### src/mips_isa_pkg.sv
`default_nettype none

package mips_isa_pkg;

    typedef logic [4:0] reg_addr_t;
    typedef logic [31:0] word_t;

    // primary opcodes the core decodes
    typedef enum logic [5:0] {
        OP_SPECIAL = 6'h00,
        OP_J       = 6'h02,
        OP_BEQ     = 6'h04,
        OP_BNE     = 6'h05,
        OP_ADDIU   = 6'h09,
        OP_SLTI    = 6'h0a,
        OP_ANDI    = 6'h0c,
        OP_ORI     = 6'h0d,
        OP_XORI    = 6'h0e,
        OP_LUI     = 6'h0f,
        OP_LW      = 6'h23,
        OP_SW      = 6'h2b
    } opcode_t;

    // SPECIAL function field, also used as the ALU operation code
    typedef enum logic [5:0] {
        FN_SLL  = 6'h00,
        FN_SRL  = 6'h02,
        FN_SRA  = 6'h03,
        FN_JR   = 6'h08,
        FN_ADDU = 6'h21,
        FN_SUBU = 6'h23,
        FN_AND  = 6'h24,
        FN_OR   = 6'h25,
        FN_XOR  = 6'h26,
        FN_SLT  = 6'h2a,
        FN_SLTU = 6'h2b
    } funct_t;

    typedef struct packed {
        opcode_t   opcode;
        reg_addr_t rs;
        reg_addr_t rt;
        reg_addr_t rd;
        logic [4:0] sa;
        funct_t    funct;
    } r_view_t;

    typedef struct packed {
        opcode_t   opcode;
        reg_addr_t rs;
        reg_addr_t rt;
        logic [15:0] imm16;
    } i_view_t;

    typedef struct packed {
        opcode_t     opcode;
        logic [25:0] target26;
    } j_view_t;

    // one instruction word, three field layouts
    typedef union packed {
        r_view_t r;
        i_view_t i;
        j_view_t j;
    } instr_t;

endpackage

`default_nettype wire

### src/mips_cpu_pkg.sv
`default_nettype none

package mips_cpu_pkg;

    typedef enum logic {
        RUN    = 1'b0,
        HALTED = 1'b1
    } cpu_state_t;

    typedef enum logic {
        WB_ALU  = 1'b0,
        WB_LOAD = 1'b1
    } wb_sel_t;

    // jump target kinds
    localparam logic [1:0] JUMP_BRANCH = 2'd0;
    localparam logic [1:0] JUMP_INDEX  = 2'd1;
    localparam logic [1:0] JUMP_REG    = 2'd2;

    localparam logic [31:0] RESET_VECTOR_DEFAULT = 32'h20;

endpackage

`default_nettype wire

### src/control_fsm.sv
`timescale 1ns/1ps
`default_nettype none

module control_fsm (
    input  logic                    clk,
    input  logic                    reset,
    input  logic                    clk_enable,
    input  mips_isa_pkg::instr_t    instr,
    input  logic                    pc_is_zero,
    input  logic                    rs_equal_rt,
    output logic                    active,
    output logic                    step,
    output logic                    reg_we,
    output logic                    data_read,
    output logic                    data_write,
    output mips_isa_pkg::reg_addr_t reg_waddr,
    output mips_cpu_pkg::wb_sel_t   wb_sel,
    output mips_isa_pkg::funct_t    alu_op,
    output logic                    use_imm,
    output logic                    jump_req,
    output logic [1:0]              jump_kind
);
    import mips_isa_pkg::*;
    import mips_cpu_pkg::*;

    cpu_state_t state;
    logic executing;
    logic writes_reg;
    logic is_lw;
    logic is_sw;

    always_ff @(posedge clk) begin
        if (reset) begin
            state  <= RUN;
            active <= 1'b1;
        end else if (clk_enable && state == RUN && pc_is_zero) begin
            state  <= HALTED;
            active <= 1'b0;
        end
    end

    // nothing at address 0 ever runs
    assign executing  = !reset && state == RUN && !pc_is_zero;
    assign step       = executing && clk_enable;
    assign is_lw      = instr.i.opcode == OP_LW;
    assign is_sw      = instr.i.opcode == OP_SW;
    assign data_read  = step && is_lw;
    assign data_write = step && is_sw;
    assign reg_we     = step && writes_reg;

    always_comb begin
        writes_reg = 1'b0;
        reg_waddr  = instr.i.rt;
        wb_sel     = WB_ALU;
        alu_op     = FN_ADDU;
        use_imm    = 1'b0;
        jump_req   = 1'b0;
        jump_kind  = JUMP_BRANCH;
        case (instr.i.opcode)
            OP_SPECIAL: begin
                reg_waddr = instr.r.rd;
                alu_op    = instr.r.funct;
                if (instr.r.funct == FN_JR) begin
                    jump_req  = 1'b1;
                    jump_kind = JUMP_REG;
                end else begin
                    writes_reg = instr.r.funct inside {FN_SLL, FN_SRL, FN_SRA, FN_ADDU,
                        FN_SUBU, FN_AND, FN_OR, FN_XOR, FN_SLT, FN_SLTU};
                end
            end
            OP_J: begin
                jump_req  = 1'b1;
                jump_kind = JUMP_INDEX;
            end
            OP_BEQ: jump_req = rs_equal_rt;
            OP_BNE: jump_req = !rs_equal_rt;
            OP_ADDIU, OP_SLTI, OP_ANDI, OP_ORI, OP_XORI, OP_LUI: begin
                writes_reg = 1'b1;
                use_imm    = 1'b1;
                case (instr.i.opcode)
                    OP_SLTI: alu_op = FN_SLT;
                    OP_ANDI: alu_op = FN_AND;
                    OP_XORI: alu_op = FN_XOR;
                    // lui ors the shifted immediate onto a zero operand
                    OP_ORI, OP_LUI: alu_op = FN_OR;
                    default: alu_op = FN_ADDU;
                endcase
            end
            OP_LW: begin
                writes_reg = 1'b1;
                wb_sel     = WB_LOAD;
            end
            default: writes_reg = 1'b0;
        endcase
    end

    // dropped instructions would otherwise retire as nops
    a_known_opcode: assert property (
        @(posedge clk) step |-> instr.i.opcode inside {OP_SPECIAL, OP_J, OP_BEQ, OP_BNE,
            OP_ADDIU, OP_SLTI, OP_ANDI, OP_ORI, OP_XORI, OP_LUI, OP_LW, OP_SW}
    );

endmodule

`default_nettype wire

### src/pc_counter.sv
`timescale 1ns/1ps
`default_nettype none

module pc_counter #(
    parameter logic [31:0] RESET_VECTOR = mips_cpu_pkg::RESET_VECTOR_DEFAULT
) (
    input  logic                clk,
    input  logic                reset,
    input  logic                step,
    input  logic                jump_req,
    input  logic [1:0]          jump_kind,
    input  logic [15:0]         imm16,
    input  logic [25:0]         target26,
    input  mips_isa_pkg::word_t rs_value,
    output mips_isa_pkg::word_t pc,
    output logic                pc_is_zero
);
    import mips_isa_pkg::*;
    import mips_cpu_pkg::*;

    word_t pc_plus4;
    word_t next_target;
    word_t jump_target;
    logic  pending;

    assign pc_plus4   = pc + 32'd4;
    assign pc_is_zero = pc == '0;

    always_comb begin
        case (jump_kind)
            JUMP_BRANCH: next_target = pc_plus4 + {{14{imm16[15]}}, imm16, 2'b00};
            JUMP_INDEX:  next_target = {pc[31:28], target26, 2'b00};
            default:     next_target = rs_value;
        endcase
    end

    always_ff @(posedge clk) begin
        if (reset) begin
            pc      <= RESET_VECTOR;
            pending <= 1'b0;
        end else if (step) begin
            pc      <= pending ? jump_target : pc_plus4;
            pending <= jump_req;
        end
    end

    // target waits here for one delay slot
    always_ff @(posedge clk) begin
        if (step && jump_req) begin
            jump_target <= next_target;
        end
    end

    a_pc_aligned: assert property (@(posedge clk) disable iff (reset) pc[1:0] == 2'b00);

endmodule

`default_nettype wire

### src/reg_file.sv
`timescale 1ns/1ps
`default_nettype none

module reg_file (
    input  logic                    clk,
    input  logic                    reset,
    input  logic                    we,
    input  mips_isa_pkg::reg_addr_t waddr,
    input  mips_isa_pkg::reg_addr_t raddr_a,
    input  mips_isa_pkg::reg_addr_t raddr_b,
    input  mips_isa_pkg::word_t     wdata,
    output mips_isa_pkg::word_t     rdata_a,
    output mips_isa_pkg::word_t     rdata_b,
    output mips_isa_pkg::word_t     v0
);
    import mips_isa_pkg::*;

    word_t regs [32];

    always_ff @(posedge clk) begin
        if (reset) begin
            for (int i = 0; i < 32; i++) begin
                regs[i] <= '0;
            end
        end else if (we && waddr != '0) begin
            regs[waddr] <= wdata;
        end
    end

    // $zero keeps its reset value
    assign rdata_a = regs[raddr_a];
    assign rdata_b = regs[raddr_b];
    assign v0      = regs[2];

    a_zero_kept: assert property (
        @(posedge clk) disable iff (reset) (we && waddr == '0) |=> regs[0] == '0
    );

endmodule

`default_nettype wire

### src/exec_unit.sv
`timescale 1ns/1ps
`default_nettype none

module exec_unit (
    input  mips_isa_pkg::word_t   rs_value,
    input  mips_isa_pkg::word_t   rt_value,
    input  mips_isa_pkg::instr_t  instr,
    input  mips_isa_pkg::funct_t  alu_op,
    input  logic                  use_imm,
    input  mips_cpu_pkg::wb_sel_t wb_sel,
    input  mips_isa_pkg::word_t   load_data,
    output mips_isa_pkg::word_t   data_address,
    output mips_isa_pkg::word_t   wb_data,
    output logic                  rs_equal_rt
);
    import mips_isa_pkg::*;
    import mips_cpu_pkg::*;

    word_t imm_sext;
    word_t imm_zext;
    word_t a_operand;
    word_t b_operand;
    word_t alu_result;
    logic  is_lui;

    assign imm_sext = {{16{instr.i.imm16[15]}}, instr.i.imm16};
    assign imm_zext = {16'h0000, instr.i.imm16};
    assign is_lui   = instr.i.opcode == OP_LUI;

    assign a_operand = is_lui ? '0 : rs_value;

    always_comb begin
        if (!use_imm) begin
            b_operand = rt_value;
        end else if (is_lui) begin
            b_operand = {instr.i.imm16, 16'h0000};
        end else if (alu_op inside {FN_AND, FN_OR, FN_XOR}) begin
            // logic immediates are zero-extended
            b_operand = imm_zext;
        end else begin
            b_operand = imm_sext;
        end
    end

    always_comb begin
        case (alu_op)
            FN_ADDU: alu_result = a_operand + b_operand;
            FN_SUBU: alu_result = a_operand - b_operand;
            FN_AND:  alu_result = a_operand & b_operand;
            FN_OR:   alu_result = a_operand | b_operand;
            FN_XOR:  alu_result = a_operand ^ b_operand;
            FN_SLT:  alu_result = {31'd0, $signed(a_operand) < $signed(b_operand)};
            FN_SLTU: alu_result = {31'd0, a_operand < b_operand};
            // shifts act on rt by the sa field
            FN_SLL:  alu_result = b_operand << instr.r.sa;
            FN_SRL:  alu_result = b_operand >> instr.r.sa;
            FN_SRA:  alu_result = $signed(b_operand) >>> instr.r.sa;
            default: alu_result = '0;
        endcase
    end

    assign wb_data      = (wb_sel == WB_LOAD) ? load_data : alu_result;
    assign data_address = rs_value + imm_sext;
    assign rs_equal_rt  = rs_value == rt_value;

endmodule

`default_nettype wire

### src/mips_cpu.sv
`timescale 1ns/1ps
`default_nettype none

module mips_cpu #(
    parameter logic [31:0] RESET_VECTOR = mips_cpu_pkg::RESET_VECTOR_DEFAULT
) (
    input  logic        clk,
    input  logic        reset,
    input  logic        clk_enable,
    input  logic [31:0] instr_readdata,
    input  logic [31:0] data_readdata,
    output logic        active,
    output logic [31:0] register_v0,
    output logic [31:0] instr_address,
    output logic [31:0] data_address,
    output logic [31:0] data_writedata,
    output logic        data_write,
    output logic        data_read
);
    import mips_isa_pkg::*;
    import mips_cpu_pkg::*;

    instr_t    instr;
    word_t     pc;
    word_t     rs_value;
    word_t     rt_value;
    word_t     wb_data;
    reg_addr_t reg_waddr;
    funct_t    alu_op;
    wb_sel_t   wb_sel;
    logic      step;
    logic      reg_we;
    logic      use_imm;
    logic      jump_req;
    logic [1:0] jump_kind;
    logic      pc_is_zero;
    logic      rs_equal_rt;

    assign instr          = instr_readdata;
    assign instr_address  = pc;
    assign data_writedata = rt_value;

    control_fsm u_control (
        .clk(clk), .reset(reset), .clk_enable(clk_enable), .instr(instr),
        .pc_is_zero(pc_is_zero), .rs_equal_rt(rs_equal_rt), .active(active),
        .step(step), .reg_we(reg_we), .data_read(data_read), .data_write(data_write),
        .reg_waddr(reg_waddr), .wb_sel(wb_sel), .alu_op(alu_op), .use_imm(use_imm),
        .jump_req(jump_req), .jump_kind(jump_kind)
    );

    pc_counter #(.RESET_VECTOR(RESET_VECTOR)) u_pc (
        .clk(clk), .reset(reset), .step(step), .jump_req(jump_req),
        .jump_kind(jump_kind), .imm16(instr.i.imm16), .target26(instr.j.target26),
        .rs_value(rs_value), .pc(pc), .pc_is_zero(pc_is_zero)
    );

    reg_file u_regs (
        .clk(clk), .reset(reset), .we(reg_we), .waddr(reg_waddr),
        .raddr_a(instr.r.rs), .raddr_b(instr.r.rt), .wdata(wb_data),
        .rdata_a(rs_value), .rdata_b(rt_value), .v0(register_v0)
    );

    exec_unit u_exec (
        .rs_value(rs_value), .rt_value(rt_value), .instr(instr), .alu_op(alu_op),
        .use_imm(use_imm), .wb_sel(wb_sel), .load_data(data_readdata),
        .data_address(data_address), .wb_data(wb_data), .rs_equal_rt(rs_equal_rt)
    );

endmodule

`default_nettype wire

### config.mk
export PLATFORM = sky130hd
export DESIGN_NAME = mips_cpu
export DESIGN_NICKNAME = d
export VERILOG_FILES = /design/src/mips_isa_pkg.sv /design/src/mips_cpu_pkg.sv /design/src/control_fsm.sv /design/src/pc_counter.sv /design/src/reg_file.sv /design/src/exec_unit.sv /design/src/mips_cpu.sv
export SDC_FILE = /design/constraint.sdc
export NUM_CORES = 2
export LEC_CHECK = 0
export ABC_AREA = 1
export BUFFER_PORTS_ARGS = -buffer_cell sky130_fd_sc_hd__buf_2
export CORE_AREA = 2 2 414 621
export CTS_CLUSTER_SIZE = 12
export DETAILED_ROUTE_END_ITERATION = 7
export DIE_AREA = 0 0 416 623
export HOLD_SLACK_MARGIN = 0.08
export PLACE_DENSITY = 0.52
export SYNTH_ARGS = -nofsm -noshare
export SYNTH_HDL_FRONTEND = slang
export SYNTH_HIERARCHICAL = 1
export SYNTH_SLANG_ARGS = --single-unit
### constraint.sdc
create_clock -name clk -period 5.5 [get_ports clk]
set_clock_uncertainty 0.05 [all_clocks]
set_input_delay 0.55 -clock clk [delete_from_list [all_inputs] [get_ports clk]]
set_output_delay 0.55 -clock clk [all_outputs]
set_load 0.05 [all_outputs]
* Yosys cells after proc, flatten, opt, wreduce, memory -nomap -nowiden
Memories as Yosys holds them, arrays and structs flattened.
Cells that the tools add are included.
** Storage, ports and cells
- Output and inout port bits :: 131
- Logic and storage cells :: 104
- Input bits :: 67
- Memories :: 1
- RAM bits :: 1024
- Register bits :: 67
** Memory list
- u_regs.regs :: depth 32, bits a word 32, read ports 3, clocked after Yosys merged registers in 0, wr ports 32, RTL line reg_file.sv:18 : word_t regs [32];
** Cells by class
- $lt $le $gt $ge :: 2
- Reductions and logical operators :: 25
- Bitwise operators :: 4
- Add/sub/neg operators :: 5
- Mux-type cells :: 27
- Shift operators :: 3
- Equality and inequality tests :: 32
** Operators with widths (number)
- 32-bit one-hot mux with 10 select lines :: 1
- 32-bit two-way mux :: 7
- 32-bit adder :: 3
- 6-bit == test (second input constant) :: 16
- 32-bit < comparator :: 2
- 32-bit one-hot mux with 2 select lines :: 1
- 6-bit by 4-bit == test with 1-bit output (second input constant) :: 7
- 32-bit by 3-bit adder with 32-bit output (second input constant) :: 1
- 32-bit bitwise AND :: 1
- 32-bit == test :: 1
- 32-bit logical NOT :: 1
- 32-bit OR :: 1
- 32-bit OR reduction :: 1
- 32-bit by 5-bit left shift with 32-bit output :: 1
- 32-bit by 5-bit >> shifter with 32-bit output :: 1
- 32-bit by 5-bit >>> shifter with 32-bit output :: 1
- 32-bit subtractor :: 1
- 32-bit XOR :: 1
- 6-bit by 2-bit == test with 1-bit output (second input constant) :: 5
- 6-bit logical NOT :: 3
- 4-bit one-hot mux with 4 select lines :: 1
- 6-bit by 3-bit == test with 1-bit output (second input constant) :: 2
- 6-bit one-hot mux with 2 select lines :: 1
- 1-bit logical AND :: 10
- 16 further kinds :: 28

* Logic depth before layout (Yosys ltp)
- Depth in word-level cells :: 13
- Gate-level depth with buffers :: 38
- Mapped depth without buffers :: 34

* By module
The synthesis kept the hierarchy.
** Modules (own cells, without submodules)
- reg_file :: area each 56276.5 sq um, instances 1, cells each 7191
- exec_unit :: area each 13030.0 sq um, instances 1, cells each 2522
- pc_counter :: area each 6020.8 sq um, instances 1, cells each 963
- control_fsm :: area each 461.7 sq um, instances 1, cells each 85

* Worst setup path before layout
Ideal clock, no wire load.
- Path type :: input to register
- Start point :: in instr_readdata[16]
- End point :: mem u_regs/regs[10][22] (netlist bit) (data pin)
- Buffers on the path :: 4
- Setup time :: 0.266 ns
- Slack :: 0.421 ns
- Data arrival time :: 4.763 ns
- Stages on the path :: 34
- Cell sequence :: buf_2 -> inv_2 -> buf_2 -> clkbuf_1 -> nand2_1 -> nand3_1 -> nand3_1 -> nand2_1 -> nand2_1 -> nand2_1 -> nand2_1 -> nand2_1 -> inv_1 -> o21ai_1 -> ha_1 -> inv_1 -> fa_1 -> inv_1 -> nand2_1 -> a21oi_2 -> a21boi_1 -> o21ai_2 -> nand2_1 -> nand2_1 -> inv_1 -> o21ai_0 -> a21oi_1 -> o21ai_0 -> nand2_1 -> o21ai_0 -> nand2_1 -> inv_1 -> clkbuf_1 -> nor2_1
** RTL lines
- start, declared :: RTL line mips_cpu.sv:10 : input logic [31:0] instr_readdata,
- end, declared :: RTL line reg_file.sv:18

==> results.txt <==
----------------------------------------------------
[Status]
  Run status ... finished clean

[Finish]
  Non-filler cells, final ... 14900
  Final-layout fill cell count ... 26800
  # nets final ... 11800
  Most used cells in the layout excluding fill and tap cells ... sky130_fd_sc_hd__nand2_1 (3913), sky130_fd_sc_hd__nand3_1 (2036), sky130_fd_sc_hd__nor2_1 (1267)
  Post-Route Utilization ... 36.4%
  Post-route cell area ... 0.0925 mm^2
  Fraction of layout cells with a size suffix above 1 ... 15.5%
  Most common cell after layout, fill and taps aside ... sky130_fd_sc_hd__nand2_1
  Area growth from synthesis to final layout ... 22.1%

[STA]
  Setup tns final ... 0 ps
  Tightest Pin Transition ... 986 ps
  Time the final worst path needs with I/O delays and setup ... 5470 ps
  Maximum frequency from static timing analysis ... 183 MHz
  Max-slew headroom ... 34.3%
  Final-report setup violation count ... 0
  PnR worst setup slack ... 27.8 ps
  Count of pins over their slew limit ... 0
  Tcrit/Tclk final ... 99.5%
  Final count of hold timing violations ... 0

[CTS]
  Root Driver ... sky130_fd_sc_hd__clkbuf_16
  Total number of clock tree sinks ... 1091
  Total clock buffers created by CTS ... 112
  CTS clock-pin slew for the worst setup and hold paths ... 70 ps
  Clock insertion delay at the later pin of the skew report ... 780 ps
  Number of H-tree branching levels ... 3
  Longest Clk Path Bufs ... 3
  Clock tree from TritonCTS ... done

[Placement]
  Placement-stage cell area ... 0.0888 mm^2
  Count of buffers inserted at the top-level ports ... 197
  Final HPWL from detailed placement ... 300000 um
  Pre-CTS WS ... -1030 ps
  Placer congestion estimate ... 1.03
  Number of placed instances with taps included ... 14800

[Floorplan]
  Die height ... 623 um
  Area of the core ... 0.254 mm^2
  Io pins ... 198
  Initial core utilization ... 29.8%
  Number of rows created at floorplan ... 227
  Die Span X ... 416 um
  Total Die Area ... 0.259 mm^2

[Synthesis]
  Yosys warning count ... 6
  Number of synthesized register bits ... 1091
  Number of flops mapped to enable cells by yosys ... 1056
  Number of distinct standard cells referenced by the synthesized netlist ... 66
  Most common flop cell mapped by yosys ... sky130_fd_sc_hd__edfxtp_1
  Synthesized area per cell ... 7.04 um^2
  Cell Area, Synth ... 0.0758 mm^2
  Share of synthesized area occupied by flip-flops and latches ... 42.8%
  Instance count of the mapped netlist ... 10800
  Share of async-settable or async-resettable flops after synthesis ... 0%

[Global route]
  GRT Overall Usage ... 30.9%
  GRT overflow ... 0
  Via count of the first global-routing pass ... 80200
  Wire length of the first global-routing pass ... 577000 um
  Initial antenna violation count ... 6
  Maximum number of pins on one net before global-route repair ... 66

[Critical path]
  Critical path endpoint category ... primary output
  Setup Crit Path Kind ... reg -> out
  Critical path launch point type ... flop
  Data arrival at the endpoint of the critical path ... 4870 ps
  Critical path required time ... 4900 ps
  Worst Path Max Fanout ... 3

[Routing]
  DR WL/cell ... 27.8 um
  Routed wire length ... 416000 um
  Post-detailed-route count of antenna-violating nets ... 0
  Count of vias placed by the detailed router ... 82800
  First-iteration detailed-routing DRC count ... 9368
  Remaining DRCs ... 0
  DR pass1 iterations ... 8
  DR vias/cell ... 5.54

[Power]
  LEAKAGE ... 41.6 nW
  Ratio of total power to cell area ... 284 mW/mm^2
  Peak supply drop ... 277 uV

[Run]
  Number of violations of the max-capacitance limit ... 0

[Hold path]
  Type of the most critical hold path ... in -> reg

----------------------------------------------------
logic make-up (layout without fill, tap and decap cells):
family,after synthesis,in the layout,synth area share (%)
AO/OA/AOI/OAI,567,567,4.33
flip-flops,1091,1091,42.8
buffers and inverters,1303,2137,7.18
adder cells (fa/ha/maj),167,167,2.80
AND/OR/NAND/NOR,7567,7567,42.2
XOR/XNOR,65,65,0.751
other,1,34,0.00495
state kept, by name, summed over array words and instances, names as in the netlist:
register and cells:
u_control/active 1, u_control/state 1, u_pc/jump_target 32, u_pc/pc 32
u_pc/pending 1, u_regs/regs 1024
what timing repair did:
item / in CTS / in global routing
hold buffers: 1 / 0
setup endpoints to repair: 124 / 695
resized for setup: 9 / 86
endpoints found under the hold margin: 2 / 0
buffers inserted: 0 / 2
cloned: 0 / 2
pin swaps: 0 / 2
worst paths after layout:
| path | slack (ps) | end | cells past startpoint | startpoint |
|---|---|---|---|---|
| worst max-delay path | 30 | data_address[30] | 26 | u_regs/regs[2][0] |
| worst min-delay path | 250 | u_pc/pc[25] | 2 | reset |
| worst max register to register | 180 | u_regs/regs[10][4] | 27 | u_regs/regs[2][1] |
| worst min register to register | 410 | u_control/active | 1 | u_control/active |
Yosys cell counts, types with 6 or more instances:
cell type / n / area share [%]
sky130_fd_sc_hd__dfxtp_1: 35 / 0.92
sky130_fd_sc_hd__nor2_2: 10 / 0.083
sky130_fd_sc_hd__nor3_2: 6 / 0.079
sky130_fd_sc_hd__o211ai_1: 19 / 0.19
sky130_fd_sc_hd__inv_1: 525 / 2.6
sky130_fd_sc_hd__o21ai_0: 149 / 0.98
sky130_fd_sc_hd__inv_2: 12 / 0.059
sky130_fd_sc_hd__o221ai_1: 7 / 0.081
sky130_fd_sc_hd__edfxtp_1: 1056 / 42
sky130_fd_sc_hd__nor2_4: 10 / 0.15
sky130_fd_sc_hd__nand3_1: 2040 / 13
sky130_fd_sc_hd__o21ai_1: 27 / 0.18
sky130_fd_sc_hd__nand2_2: 18 / 0.15
sky130_fd_sc_hd__a221oi_1: 10 / 0.12
sky130_fd_sc_hd__nand3b_1: 16 / 0.16
sky130_fd_sc_hd__o22ai_1: 31 / 0.26
sky130_fd_sc_hd__nand3_2: 42 / 0.55
sky130_fd_sc_hd__a21oi_1: 218 / 1.4
sky130_fd_sc_hd__nor2_1: 1276 / 6.3
sky130_fd_sc_hd__buf_4: 7 / 0.069
sky130_fd_sc_hd__ha_1: 163 / 2.7
sky130_fd_sc_hd__nand4_1: 46 / 0.38
sky130_fd_sc_hd__buf_6: 50 / 0.74
sky130_fd_sc_hd__o21a_1: 13 / 0.13
sky130_fd_sc_hd__a21o_1: 10 / 0.099
sky130_fd_sc_hd__buf_2: 102 / 0.67
sky130_fd_sc_hd__nand2_4: 13 / 0.19
sky130_fd_sc_hd__buf_1: 111 / 0.55
sky130_fd_sc_hd__xor2_1: 52 / 0.60
sky130_fd_sc_hd__a31oi_1: 26 / 0.21
sky130_fd_sc_hd__o21bai_1: 11 / 0.11
sky130_fd_sc_hd__nand2_1: 3989 / 20
sky130_fd_sc_hd__nor4_1: 21 / 0.17
sky130_fd_sc_hd__nor3_1: 51 / 0.34
sky130_fd_sc_hd__or2_2: 12 / 0.099
sky130_fd_sc_hd__a21boi_0: 6 / 0.059
sky130_fd_sc_hd__clkbuf_1: 489 / 2.4
sky130_fd_sc_hd__xnor2_1: 13 / 0.15
sky130_fd_sc_hd__a22o_1: 9 / 0.10
sky130_fd_sc_hd__nand3_4: 6 / 0.14
cell type report:
type                    count  area [um^2]  share of cell area, %
flip-flops and latches   1091        32400                   35.0
multi-input cells        8398        38400                   41.5
clock buffers             144         2970                   3.21
clock inverters            44          342                  0.369
repair buffers           1408        12200                   13.1
diodes                      2         5.00                0.00541
inverters                 541         2080                   2.25
well taps                3320         4150                   4.49
layer usage:
layer / GRT usage [%] / share of wire (%) / vias up
li1: - / - / 37000
met1: 34.1 / 35 / 39800
met2: 53.3 / 48 / 4663
met3: 4.43 / 7.5 / 1382
met4: 23.9 / 9.2 / 2
met5: 0 / 0.0031 / -
worst max-delay path: stages, from the launching register on:
cell and delay (ps):
sky130_fd_sc_hd__edfxtp_1 480, sky130_fd_sc_hd__nand2_1 80, sky130_fd_sc_hd__nand3_1 70, sky130_fd_sc_hd__nand3_1 70, sky130_fd_sc_hd__nand2_1 110, sky130_fd_sc_hd__nand2_1 60, sky130_fd_sc_hd__nand2_1 60, sky130_fd_sc_hd__nand2_1 90
sky130_fd_sc_hd__nand2_1 280, sky130_fd_sc_hd__buf_4 230, sky130_fd_sc_hd__ha_1 200, sky130_fd_sc_hd__inv_1 60, sky130_fd_sc_hd__fa_1 400, sky130_fd_sc_hd__o21ai_0 280, sky130_fd_sc_hd__buf_4 190, sky130_fd_sc_hd__a21oi_2 80
sky130_fd_sc_hd__o21ai_0 190, sky130_fd_sc_hd__buf_4 140, sky130_fd_sc_hd__nand3_1 60, sky130_fd_sc_hd__nand2_1 140, sky130_fd_sc_hd__nand3_1 100, sky130_fd_sc_hd__nand2_1 140, sky130_fd_sc_hd__nand2_1 100, sky130_fd_sc_hd__nand3_1 90
sky130_fd_sc_hd__nand2_1 50, sky130_fd_sc_hd__nand2_1 70, sky130_fd_sc_hd__buf_2 270
stage by stage:
step | hold WS (ps) | total power [mW]
finish | 251 | 26.3
global route | 237 | 27.1
CTS | 201 | 26.1
global placement | 387 | 18.7
detailed placement | 393 | 18.7
floorplan | 394 | 13.9
power by group:
| part | switching [mW] | internal [mW] | leakage (nW) |
|---|---|---|---|
| Sequential | 0.168 | 9.37 | 11.2 |
| Combinational | 6.37 | 2.97 | 28.9 |
| Clock | 3.50 | 3.92 | 1.62 |
| Total | 10.0 | 16.3 | 41.6 |
Note: power is estimated with default switching activity, not from simulation.
